**config.mk**
```make
export PLATFORM = sky130hd
export DESIGN_NAME = pext_alu_top
export DESIGN_NICKNAME = d
export VERILOG_FILES = /design/src/hdl/pext_op_pkg.sv /design/src/hdl/pext_data_pkg.sv /design/src/hdl/pext_decode.sv /design/src/hdl/pext_lane_adder.sv /design/src/hdl/pext_compare.sv /design/src/hdl/pext_result_stage.sv /design/src/hdl/pext_alu_top.sv
export VERILOG_INCLUDE_DIRS = /design/src /design/src/hdl
export SDC_FILE = /design/constraint.sdc
export NUM_CORES = 1
export LEC_CHECK = 0
export ABC_AREA = 1
export BUFFER_PORTS_ARGS = -buffer_cell sky130_fd_sc_hd__buf_2
export CORE_MARGIN = 2
export CORE_UTILIZATION = 50
export DETAILED_ROUTE_END_ITERATION = 10
export PLACE_DENSITY = 0.75
export SETUP_SLACK_MARGIN = 0.5
export SLEW_MARGIN = 30
export SYNTH_ARGS = -nofsm -noshare
export SYNTH_HDL_FRONTEND = slang
export SYNTH_HIERARCHICAL = 1
export SYNTH_SLANG_ARGS = --single-unit
```
**constraint.sdc**
```tcl
create_clock -name clk_i -period 7.3 [get_ports clk_i]
set_clock_uncertainty 0.05 [all_clocks]
set_input_delay 0.365 -clock clk_i [delete_from_list [all_inputs] [get_ports clk_i]]
set_output_delay 0.365 -clock clk_i [all_outputs]
set_load 0.05 [all_outputs]
```
**src/hdl/pext_params.svh**
```systemverilog
/*
 * Word geometry and clamp bounds for the packed-SIMD unit.
 * Lane logic assumes four 8-bit bytes per word; changing widths alone is not enough.
 */
`ifndef PEXT_PARAMS_SVH
`define PEXT_PARAMS_SVH

// Word geometry
`define PEXT_XLEN        32
`define PEXT_BYTE_W      8
`define PEXT_NUM_BYTES   4

// Signed clamp bounds per lane width
`define PEXT_SAT_S8_MIN  8'h80
`define PEXT_SAT_S8_MAX  8'h7f
`define PEXT_SAT_S16_MIN 16'h8000
`define PEXT_SAT_S16_MAX 16'h7fff
`define PEXT_SAT_S32_MIN 32'h8000_0000
`define PEXT_SAT_S32_MAX 32'h7fff_ffff

// Unsigned upper bound, replicated per byte for wider lanes
`define PEXT_SAT_U8_MAX  8'hff

`endif

```
**src/hdl/pext_op_pkg.sv**
```systemverilog
/*
 * Opcodes, lane widths and decoded control for the packed-SIMD unit.
 * Lane width encoding 2'b11 is treated like 32-bit lanes.
 */
`include "pext_params.svh"

package pext_op_pkg;

  typedef enum logic [4:0] {
    OP_ADD, OP_SUB, OP_KADD, OP_UKADD, OP_KSUB, OP_UKSUB,
    OP_RADD, OP_URADD, OP_RSUB, OP_URSUB,
    OP_CMPEQ, OP_SCMPLT, OP_UCMPLT,
    OP_SMIN, OP_SMAX, OP_UMIN, OP_UMAX
  } pext_op_e;

  typedef enum logic [1:0] {
    W8  = 2'd0,
    W16 = 2'd1,
    W32 = 2'd2
  } lane_width_e;

  typedef enum logic [2:0] {
    RES_WRAP, RES_SAT, RES_HALF, RES_CMP, RES_MINMAX
  } res_kind_e;

  typedef struct packed {
    lane_width_e width;
    logic        sub;
    logic        signed_op;
    res_kind_e   res_kind;
    logic        cmp_eq;
    logic        pick_max;
  } pext_ctrl_t;

  // Bytes that hold the MSB of a lane
  function automatic logic [`PEXT_NUM_BYTES-1:0] lane_top_mask(lane_width_e width);
    case (width)
      W8:      return 4'b1111;
      W16:     return 4'b1010;
      default: return 4'b1000;
    endcase
  endfunction

  // Copy each lane-top flag to every byte of its lane
  function automatic logic [`PEXT_NUM_BYTES-1:0] lane_spread(
    lane_width_e width, logic [`PEXT_NUM_BYTES-1:0] flags);
    case (width)
      W8:      return flags;
      W16:     return {{2{flags[3]}}, {2{flags[1]}}};
      default: return {4{flags[3]}};
    endcase
  endfunction

endpackage

```
**src/hdl/pext_data_pkg.sv**
```systemverilog
/*
 * Data types carried between the stages of the packed-SIMD unit.
 * Each byte sum keeps one extra bit for carry or sign at the byte top.
 */
`include "pext_params.svh"

package pext_data_pkg;

  // One machine word
  typedef logic [`PEXT_XLEN-1:0] xlen_t;

  // Per-byte adder output, bit 8 is carry out or the extended sign
  typedef logic [`PEXT_NUM_BYTES-1:0][`PEXT_BYTE_W:0] lane_sum_t;

  // Both source operands travel together
  typedef struct packed {
    xlen_t a;
    xlen_t b;
  } pext_operands_t;

endpackage

```
**src/hdl/pext_decode.sv**
```systemverilog
/*
 * Input side. Control and operands load only while valid_i is high,
 * so they hold their last value between requests.
 */
`include "pext_params.svh"

module pext_decode (
  input  logic                          clk_i,
  input  logic                          rst_i,
  input  logic                          valid_i,
  input  pext_op_pkg::pext_op_e         op_i,
  input  pext_op_pkg::lane_width_e      width_i,
  input  pext_data_pkg::pext_operands_t operands_i,
  output pext_op_pkg::pext_ctrl_t       ctrl_o,
  output pext_data_pkg::pext_operands_t operands_o,
  output logic                          valid_o
);

  import pext_op_pkg::*;
  import pext_data_pkg::*;

  pext_ctrl_t ctrl_d;

  //////////////////////////////////////////////////////////////////////
  // Opcode decode
  //////////////////////////////////////////////////////////////////////
  always_comb begin
    ctrl_d       = '0;
    ctrl_d.width = width_i;

    case (op_i)
      OP_ADD, OP_SUB:                      ctrl_d.res_kind = RES_WRAP;
      OP_KADD, OP_UKADD, OP_KSUB, OP_UKSUB: ctrl_d.res_kind = RES_SAT;
      OP_RADD, OP_URADD, OP_RSUB, OP_URSUB: ctrl_d.res_kind = RES_HALF;
      OP_CMPEQ, OP_SCMPLT, OP_UCMPLT:      ctrl_d.res_kind = RES_CMP;
      OP_SMIN, OP_SMAX, OP_UMIN, OP_UMAX:  ctrl_d.res_kind = RES_MINMAX;
      default:                             ctrl_d.res_kind = RES_WRAP;
    endcase

    // Compares and min/max work on a - b
    ctrl_d.sub = (op_i inside {OP_SUB, OP_KSUB, OP_UKSUB, OP_RSUB, OP_URSUB}) ||
                 (ctrl_d.res_kind inside {RES_CMP, RES_MINMAX});
    ctrl_d.signed_op = op_i inside {OP_KADD, OP_KSUB, OP_RADD, OP_RSUB,
                                    OP_SCMPLT, OP_SMIN, OP_SMAX};
    ctrl_d.cmp_eq   = (op_i == OP_CMPEQ);
    ctrl_d.pick_max = op_i inside {OP_SMAX, OP_UMAX};
  end

  //////////////////////////////////////////////////////////////////////
  // Stage 1 registers
  //////////////////////////////////////////////////////////////////////
  always_ff @(posedge clk_i) begin
    if (rst_i) begin
      valid_o <= 1'b0;
    end else begin
      valid_o <= valid_i;
    end
  end

  always_ff @(posedge clk_i) begin
    if (valid_i) begin
      ctrl_o     <= ctrl_d;
      operands_o <= operands_i;
    end
  end

  // Every accepted request carries a defined opcode
  assert property (@(posedge clk_i) disable iff (rst_i)
    valid_i |-> !$isunknown(op_i) && (op_i inside {[OP_ADD:OP_UMAX]}))
    else $error("undefined opcode accepted by decode");

endmodule

```
**src/hdl/pext_lane_adder.sv**
```systemverilog
/*
 * Byte-sliced adder shared by every operation of the unit.
 * Purely combinational; the carry chain breaks at each lane top.
 */
`include "pext_params.svh"

module pext_lane_adder (
  input  pext_op_pkg::pext_ctrl_t       ctrl_i,
  input  pext_data_pkg::pext_operands_t operands_i,
  output pext_data_pkg::lane_sum_t      sum_o
);

  import pext_op_pkg::*;
  import pext_data_pkg::*;

  localparam int NB = `PEXT_NUM_BYTES;
  localparam int BW = `PEXT_BYTE_W;

  logic [NB-1:0]         top;
  logic [NB-1:0][BW-1:0] a_byte;
  logic [NB-1:0][BW-1:0] b_byte;
  logic [NB-1:0]         ext_a;
  logic [NB-1:0]         ext_b;
  logic [NB-1:0]         cin;

  assign top = lane_top_mask(ctrl_i.width);

  for (genvar k = 0; k < NB; k++) begin : gen_byte
    // Subtraction as a + ~b + 1
    assign a_byte[k] = operands_i.a[BW*k +: BW];
    assign b_byte[k] = ctrl_i.sub ? ~operands_i.b[BW*k +: BW] : operands_i.b[BW*k +: BW];

    // Sign extension only at lane tops, zero below so bit 8 is the carry
    assign ext_a[k] = ctrl_i.signed_op & top[k] & a_byte[k][BW-1];
    assign ext_b[k] = ctrl_i.signed_op & top[k] & b_byte[k][BW-1];

    if (k == 0) begin : gen_first
      assign cin[k] = ctrl_i.sub;
    end else begin : gen_chain
      // New lane restarts with the subtract carry-in
      assign cin[k] = top[k-1] ? ctrl_i.sub : sum_o[k-1][BW];
    end

    assign sum_o[k] = {ext_a[k], a_byte[k]} + {ext_b[k], b_byte[k]} + {{BW{1'b0}}, cin[k]};
  end

endmodule

```
**src/hdl/pext_compare.sv**
```systemverilog
/*
 * Lane compare and min/max selection from the adder difference.
 * Results are only meaningful when the control requests a subtract.
 */
`include "pext_params.svh"

module pext_compare (
  input  pext_op_pkg::pext_ctrl_t       ctrl_i,
  input  pext_data_pkg::pext_operands_t operands_i,
  input  pext_data_pkg::lane_sum_t      sum_i,
  output pext_data_pkg::xlen_t          cmp_word_o,
  output pext_data_pkg::xlen_t          minmax_word_o
);

  import pext_op_pkg::*;
  import pext_data_pkg::*;

  localparam int NB = `PEXT_NUM_BYTES;
  localparam int BW = `PEXT_BYTE_W;

  logic [NB-1:0] byte_zero;
  logic [NB-1:0] byte_less;
  logic [NB-1:0] lane_eq;
  logic [NB-1:0] lane_less;
  logic [NB-1:0] pick;
  logic [NB-1:0] take_a;

  // Per byte zero test and less-than at the byte MSB
  always_comb begin
    logic a_top;
    logic b_top;
    for (int k = 0; k < NB; k++) begin
      a_top        = operands_i.a[BW*k+BW-1];
      b_top        = operands_i.b[BW*k+BW-1];
      byte_zero[k] = (sum_i[k][BW-1:0] == '0);
      // Differing tops decide directly, otherwise the difference sign does
      if (a_top == b_top) begin
        byte_less[k] = sum_i[k][BW-1];
      end else begin
        byte_less[k] = ctrl_i.signed_op ? a_top : b_top;
      end
    end
  end

  // Lane equal needs every byte of the lane zero
  always_comb begin
    case (ctrl_i.width)
      W8:      lane_eq = byte_zero;
      W16:     lane_eq = {{2{&byte_zero[3:2]}}, {2{&byte_zero[1:0]}}};
      default: lane_eq = {4{&byte_zero}};
    endcase
  end

  assign lane_less = lane_spread(ctrl_i.width, byte_less);
  assign pick      = ctrl_i.cmp_eq ? lane_eq : lane_less;

  // max keeps a when a >= b
  assign take_a = lane_less ^ {NB{ctrl_i.pick_max}};

  always_comb begin
    for (int k = 0; k < NB; k++) begin
      cmp_word_o[BW*k +: BW]    = {BW{pick[k]}};
      minmax_word_o[BW*k +: BW] = take_a[k] ? operands_i.a[BW*k +: BW]
                                            : operands_i.b[BW*k +: BW];
    end
  end

endmodule

```
**src/hdl/pext_result_stage.sv**
```systemverilog
/*
 * Output side. Forms wrap, saturated and halved words, picks one by
 * result kind and registers it. ov_o is a one-cycle flag beside valid_o.
 */
`include "pext_params.svh"

module pext_result_stage (
  input  logic                     clk_i,
  input  logic                     rst_i,
  input  pext_op_pkg::pext_ctrl_t  ctrl_i,
  input  logic                     valid_i,
  input  pext_data_pkg::lane_sum_t sum_i,
  input  pext_data_pkg::xlen_t     cmp_word_i,
  input  pext_data_pkg::xlen_t     minmax_word_i,
  output logic                     valid_o,
  output pext_data_pkg::xlen_t     result_o,
  output logic                     ov_o
);

  import pext_op_pkg::*;
  import pext_data_pkg::*;

  localparam int NB = `PEXT_NUM_BYTES;
  localparam int BW = `PEXT_BYTE_W;

  logic [NB-1:0] top;
  logic [NB-1:0] top_bit;
  logic [NB-1:0] byte_sign;
  logic [NB-1:0] sat_top;
  logic [NB-1:0] sat_lane;
  logic [NB-1:0] neg_lane;
  xlen_t         wrap_word;
  xlen_t         half_word;
  xlen_t         sat_word;
  xlen_t         sat_min;
  xlen_t         sat_max;
  xlen_t         result_d;
  logic          ov_d;

  assign top = lane_top_mask(ctrl_i.width);

  //////////////////////////////////////////////////////////////////////
  // Wrap and halving
  //////////////////////////////////////////////////////////////////////
  always_comb begin
    for (int k = 0; k < NB; k++) begin
      wrap_word[BW*k +: BW] = sum_i[k][BW-1:0];
      byte_sign[k]          = sum_i[k][BW];
      // Unsigned subtract leaves an inverted borrow in bit 8
      top_bit[k] = sum_i[k][BW] ^ (~ctrl_i.signed_op & ctrl_i.sub);
    end
    // Shift the whole word, then patch the MSB of every lane
    half_word = {top_bit[NB-1], wrap_word[`PEXT_XLEN-1:1]};
    for (int k = 0; k < NB; k++) begin
      if (top[k]) begin
        half_word[BW*k+BW-1] = top_bit[k];
      end
    end
  end

  //////////////////////////////////////////////////////////////////////
  // Saturation
  //////////////////////////////////////////////////////////////////////
  always_comb begin
    case (ctrl_i.width)
      W8: begin
        sat_min = {4{`PEXT_SAT_S8_MIN}};
        sat_max = {4{`PEXT_SAT_S8_MAX}};
      end
      W16: begin
        sat_min = {2{`PEXT_SAT_S16_MIN}};
        sat_max = {2{`PEXT_SAT_S16_MAX}};
      end
      default: begin
        sat_min = `PEXT_SAT_S32_MIN;
        sat_max = `PEXT_SAT_S32_MAX;
      end
    endcase
  end

  // Signed overflow when bits 8 and 7 disagree
  always_comb begin
    for (int k = 0; k < NB; k++) begin
      sat_top[k] = ctrl_i.signed_op ? (sum_i[k][BW] ^ sum_i[k][BW-1]) : top_bit[k];
    end
  end

  assign sat_lane = lane_spread(ctrl_i.width, sat_top);
  assign neg_lane = lane_spread(ctrl_i.width, byte_sign);

  always_comb begin
    logic [BW-1:0] clamp;
    for (int k = 0; k < NB; k++) begin
      if (ctrl_i.signed_op) begin
        clamp = neg_lane[k] ? sat_min[BW*k +: BW] : sat_max[BW*k +: BW];
      end else begin
        clamp = ctrl_i.sub ? '0 : `PEXT_SAT_U8_MAX;
      end
      sat_word[BW*k +: BW] = sat_lane[k] ? clamp : wrap_word[BW*k +: BW];
    end
  end

  assign ov_d = (ctrl_i.res_kind == RES_SAT) & (|sat_lane);

  //////////////////////////////////////////////////////////////////////
  // Result select and output registers
  //////////////////////////////////////////////////////////////////////
  always_comb begin
    case (ctrl_i.res_kind)
      RES_SAT:    result_d = sat_word;
      RES_HALF:   result_d = half_word;
      RES_CMP:    result_d = cmp_word_i;
      RES_MINMAX: result_d = minmax_word_i;
      default:    result_d = wrap_word;
    endcase
  end

  always_ff @(posedge clk_i) begin
    if (rst_i) begin
      valid_o <= 1'b0;
      ov_o    <= 1'b0;
    end else begin
      valid_o <= valid_i;
      ov_o    <= valid_i & ov_d;
    end
  end

  always_ff @(posedge clk_i) begin
    if (valid_i) begin
      result_o <= result_d;
    end
  end

  // Overflow comes only with a result in which some lane was clamped
  assert property (@(posedge clk_i) disable iff (rst_i)
    ov_o |-> valid_o && (result_o != $past(wrap_word)))
    else $error("ov_o raised without a clamped result");

endmodule

```
**src/hdl/pext_alu_top.sv**
```systemverilog
/*
 * Packed-SIMD add/sub/compare unit, two register stages deep.
 * One result per accepted request, in order, with no back-pressure.
 */
module pext_alu_top (
  input  logic                     clk_i,
  input  logic                     rst_i,
  input  logic                     valid_i,
  input  pext_op_pkg::pext_op_e    op_i,
  input  pext_op_pkg::lane_width_e width_i,
  input  pext_data_pkg::xlen_t     operand_a_i,
  input  pext_data_pkg::xlen_t     operand_b_i,
  output logic                     valid_o,
  output pext_data_pkg::xlen_t     result_o,
  output logic                     ov_o
);

  import pext_op_pkg::*;
  import pext_data_pkg::*;

  pext_operands_t operands;
  pext_operands_t opnd_q;
  pext_ctrl_t     ctrl_q;
  logic           valid_q;
  lane_sum_t      sum;
  xlen_t          cmp_word;
  xlen_t          minmax_word;

  assign operands = '{a: operand_a_i, b: operand_b_i};

  // Stage 1
  pext_decode u_decode (
    .clk_i      (clk_i),
    .rst_i      (rst_i),
    .valid_i    (valid_i),
    .op_i       (op_i),
    .width_i    (width_i),
    .operands_i (operands),
    .ctrl_o     (ctrl_q),
    .operands_o (opnd_q),
    .valid_o    (valid_q)
  );

  // Stage 2 combinational datapath
  pext_lane_adder u_lane_adder (
    .ctrl_i     (ctrl_q),
    .operands_i (opnd_q),
    .sum_o      (sum)
  );

  pext_compare u_compare (
    .ctrl_i        (ctrl_q),
    .operands_i    (opnd_q),
    .sum_i         (sum),
    .cmp_word_o    (cmp_word),
    .minmax_word_o (minmax_word)
  );

  pext_result_stage u_result_stage (
    .clk_i         (clk_i),
    .rst_i         (rst_i),
    .ctrl_i        (ctrl_q),
    .valid_i       (valid_q),
    .sum_i         (sum),
    .cmp_word_i    (cmp_word),
    .minmax_word_i (minmax_word),
    .valid_o       (valid_o),
    .result_o      (result_o),
    .ov_o          (ov_o)
  );

endmodule

```
After elaboration in Yosys (flattened, before gate mapping) --
Memories as Yosys holds them, arrays and structs flattened. Index checks and enable logic that the tools add are counted. Widths: inputs -> output; s select.
Cells by class: equal/unequal tests 23, bitwise logic cells 29, mux-type cells 48, reduce and logical (&&, ||, !) cells 14, $add $sub $neg 8
Operator list (count):
- $mux 8 | 21
- $pmux 32 s4 | 1
- $pmux 24 s2 | 2
- $add 9x1->9 | 4
- $add 9x9->9 | 4
- $logic_not 8->1 | 4
- $not 8->8 | 4
- $eq 5x4->1 const B | 6
- $pmux 3 s2 | 4
- $mux 1 | 18
- $eq 5x3->1 const B | 3
- $and 1x1->1 | 14
- $eq 3x2->1 const B | 3
- $pmux 4 s2 | 1
- $xor 1x1->1 | 8
- $reduce_bool 7->1 | 1
- $eq 3x3->1 const B | 2
- $eq 5x1->1 const B | 1
- $eq 5x2->1 const B | 1
- $eq 5x5->1 const B | 1
- $reduce_bool 5->1 | 1
- $eq 1x1->1 | 4
- $mux 4 | 1
- $reduce_and 2->1 | 2
- other kinds (10) | 11
Word-level totals: logic and storage cells 135, register bits after elaboration 108, output and inout bits 34, memories kept 1, memory bits (read-only) 96, bits of input ports 74
Memory list:
- (name not given) | words 32, width 3, read ports 1, clocked after memory_dff 0, write ports 0, RTL line pext_decode.sv:31 | case (op_i)

Logic depth before layout (Yosys ltp) --
word-level depth 18, depth in mapped cells 47

Cells and area by module --
Netlist, hierarchy kept.
By module, submodules not included:
- pext_result_stage | area an instance 2702.6 sq um, instances 1, cells an instance 373
- pext_decode | area an instance 2448.6 sq um, instances 1, cells an instance 120
- pext_lane_adder | area an instance 2092.0 sq um, instances 1, cells an instance 358
- pext_compare | area an instance 1199.9 sq um, instances 1, cells an instance 236

Worst setup path before layout --
OpenSTA, ideal clock, no wires.
path kind register to register, start point reg u_decode/ctrl_o[6] (netlist bit), end point reg u_result_stage.result_o[20] (data pin), data required time 7104 ps, path buffers 3, setup slack 545 ps, arrival time 6559 ps, cell stages (with the launch flop) 44, clock period less this slack 6755 ps, cells stage by stage edfxtp_1 -> buf_6 -> buf_6 -> xnor2_1 -> fa_1 -> nand3b_1 -> nand2_1 -> a21oi_1 -> nand2_1 -> nand2_1 -> fa_1 -> fa_1 -> nand3b_1 -> nand2_1 -> a21oi_1 -> nand2_1 -> nand2_1 -> fa_1 -> [... 8 more ...] -> fa_1 -> nand3_1 -> nand2_1 -> nand3_1 -> nand3_1 -> nand2_1 -> nor2_1 -> nand2_1 -> nor2_1 -> nand2_1 -> nor2_1 -> nor2_1 -> a21oi_1 -> buf_4 -> nand2_1 -> o21ai_0 -> a211oi_1 -> a21oi_1
RTL lines:
- start, declared | RTL line pext_decode.sv:14 | output pext_op_pkg::pext_ctrl_t ctrl_o,
- start signal, assigned | RTL line pext_decode.sv:62 | ctrl_o <= ctrl_d;
- end signal, assigned | RTL line pext_result_stage.sv:130 | result_o <= result_d;
- end, declared | RTL line pext_result_stage.sv:16 | output pext_data_pkg::xlen_t result_o,

==> results by group <==
Floorplanning
  • DIE WIDTH: 134 um
  • Die footprint: 17900 um^2
  • Row count: 47
  • Ports: 108
  • Starting density of the core: 51.1%
  • Die Height: 134 um
  • Core area: 16500 um^2

Route
  • TritonRoute pass-1 iters: 5
  • Vias per cell: 5.45
  • Drt wl/cell: 14.9 um
  • Total Routed Length: 21.0 mm
  • DR iter-0 viols: 811
  • Antenna Nets Post-Route: 0
  • Via Count: 7670
  • DR DRC count: 0

Clock network
  • Clock Latency Late Sink: 0.36 ns
  • CTS Buf Count: 9
  • CTS tree: done
  • Clock buffer depth: 2
  • Clock sinks: 108
  • CTS Root Cell: clkbuf_16
  • CTS H-Tree Depth: 3
  • Clk slew on worst S/H paths: 0.07 ns

Worst setup path
  • CP max stage cell: edfxtp_1
  • Slowest stage delay, CP: 0.50 ns
  • R2r worst-path depth: 44
  • CP Launch Type: register
  • Critical Path RT: 7.44 ns
  • Critical Path Source: u_decode/ctrl_o[6]
  • Critical path endpoint category: register
  • CP top delay family: simple AND/OR/NAND/NOR gates
  • WP buf/inv: 3
  • WP depth: 44
  • Worst R2R Start: u_decode/ctrl_o[6]
  • CP Data Arrival Time: 7.04 ns
  • Critical path class: register to register
  • Crit-path max FO: 8

Yosys
  • Netlist cell types: 47
  • Seq/Total Area, Yosys: 38.1%
  • Top cell type's share of synthesized area: 37.3%
  • Mapped cell area: 8440 um^2
  • Post-synth EDFFs: 105
  • Yosys Warn Count: 6
  • Top-count cell post-synth: nand2_1
  • Post-synth top area cell: edfxtp_1
  • Syn Inst Count: 1087
  • Synth async-reset ratio: 0%
  • Synth area leaders: edfxtp_1 37%, nand2_1 13%, nand3_1 8.2%, inv_1 5.4%, ha_1 4.3%
  • Post-Syn Area per Cell: 7.77 um^2
  • Seq cells post-synth: 108
  • Synthesized Nets: 1197
  • Most common flop cell mapped by yosys: edfxtp_1
  • Top post-synthesis cells by count: 288 x nand2_1, 138 x nand3_1, 121 x inv_1

Final layout
  • Synthesis-to-layout area growth: 14.3%
  • FF+latch area: 3210 um^2
  • Footprint of the multi-input gates: 4600 um^2
  • Diode count: 0
  • Fill count: 1445
  • Layout Nets: 1293
  • Share of layout cells above drive strength 1: 22.2%

Min path
  • Min-delay src: operand_a_i[18]
  • HP Class: input pin to register
  • Worst hold path depth: 1

Run
  • Max Cap Violations: 0

Timing
  • PnR worst setup slack: 0.401 ns
  • Final hold vios: 0
  • Achievable Freq: 0.145 GHz
  • Slew headroom: 35.4%
  • Slew Viols, Final: 0
  • Final period utilization: 94.5%
  • Final Setup Violations: 0
  • Final setup TNS: 0 ns
  • Worst-Margin Slew: 0.969 ns
  • Post-layout min period: 6.90 ns
  • RSZ-0062 raised after global routing: true

Power
  • Worst vdd ir: 0.128 mV
  • Power Density: 270 nW/um^2
  • Leak: 0.00453 uW

Placement
  • Input/output buffers: 107
  • Dpl hpwl: 14.9 mm
  • RePlAce Congestion: 0.956
  • Place WS: 0.0182 ns

GRT
  • Pin count of the biggest net entering global routing: 75
  • GRT overflow: 0
  • Initial antenna violation count: 0
  • Vias in the first global route: 6836
  • First-pass GRT wire length: 33.5 mm
  • Tot GR Track Use: 23.4%

Outcome
  • Status: completed
## stage by stage
stage,util [%],total power [uW],cells,hold slack [ns],cell area [um^2]
5_1_grt,58.4,2770,1407,0.115,9650
3_5_place_dp,54.2,2000,1373,0.493,8950
2_1_floorplan,-,1770,1087,0.386,8440
3_3_place_gp,54.2,1990,1373,0.491,8950
4_1_cts,56.4,2500,1392,0.111,9320
6_report,58.4,2600,1407,0.121,9650
## worst register-to-register path: cells and delay by family (launching register included)
family / cells / cell delay [ns]
simple gates: 27 / 2.50
fa+ha+maj: 7 / 2.45
compound gates: 6 / 0.66
flops: 1 / 0.50
buf+inv: 3 / 0.39
xor+xnor: 1 / 0.14
## area by class of cell
class | instances | share of cell area (%)
multi-input cells | 792 | 47.6
clock buffers | 12 | 2.45
inverters | 137 | 5.38
well taps | 220 | 2.85
flip-flops and latches | 108 | 33.3
repair buffers | 135 | 7.97
clock inverters | 3 | 0.402
## per-layer routing
metal	vias to the layer above	part of all wire, %	global-route usage [%]
met2	292	48	39.0
met1	3552	45	32.0
met3	29	5.8	3.40
met4	0	1.8	6.38
met5	-	0	0
li1	3797	-	-
## where the power goes
group,total (uW),switching (uW),internal (uW)
Sequential,816,43.2,773
Clock,476,213,263
Combinational,1310,869,440
Total,2600,1130,1480
## placed cells by master (no fill, tap or decap), types with 12 or more instances in the layout
cell type and n:
nand2_1 264, nand3_1 130, inv_1 118, buf_2 107
edfxtp_1 105, nor2_1 81, a21oi_1 46, xor2_1 33
nand2_2 32, ha_1 28, buf_4 24, o21ai_0 22
a211oi_1 20, nand4_1 16, inv_2 15, nand3_2 15
nand2_4 12
## cell families after synthesis
logic type	share of synthesized area, %
and+or+nand+nor	31.0
buffers and inverters	10.5
AOI/OAI and AO/OA	9.63
DFF	38.1
xor gates and xnor gates	4.88
adders and majority gates	5.96
## final timing paths
path | endpoint | slack, ns
worst max-delay path | u_result_stage/result_o[17] | 0.40
worst max register to register | u_result_stage/result_o[17] | 0.40
worst min-delay path | u_decode/operands_o[50] | 0.12
worst min register to register | u_result_stage/valid_o | 0.72
## registers in the layout (all words and copies together) (netlist names)
register,flops
u_decode/ctrl_o,9
u_result_stage/result_o,32
u_result_stage/valid_o,1
u_decode/operands_o,64
u_result_stage/ov_o,1
u_decode/valid_o,1
## what timing repair did
item                                    4_1_cts  5_1_grt
gates resized for setup                      18       59
endpoints found under the setup margin       32       32
buffers inserted                              4       15
hold buffers                                  0        0
pin swaps                                     4       46
gates cloned                                  0        0
endpoints found under the hold margin         0        0
Power figures use the tool's default switching activity.
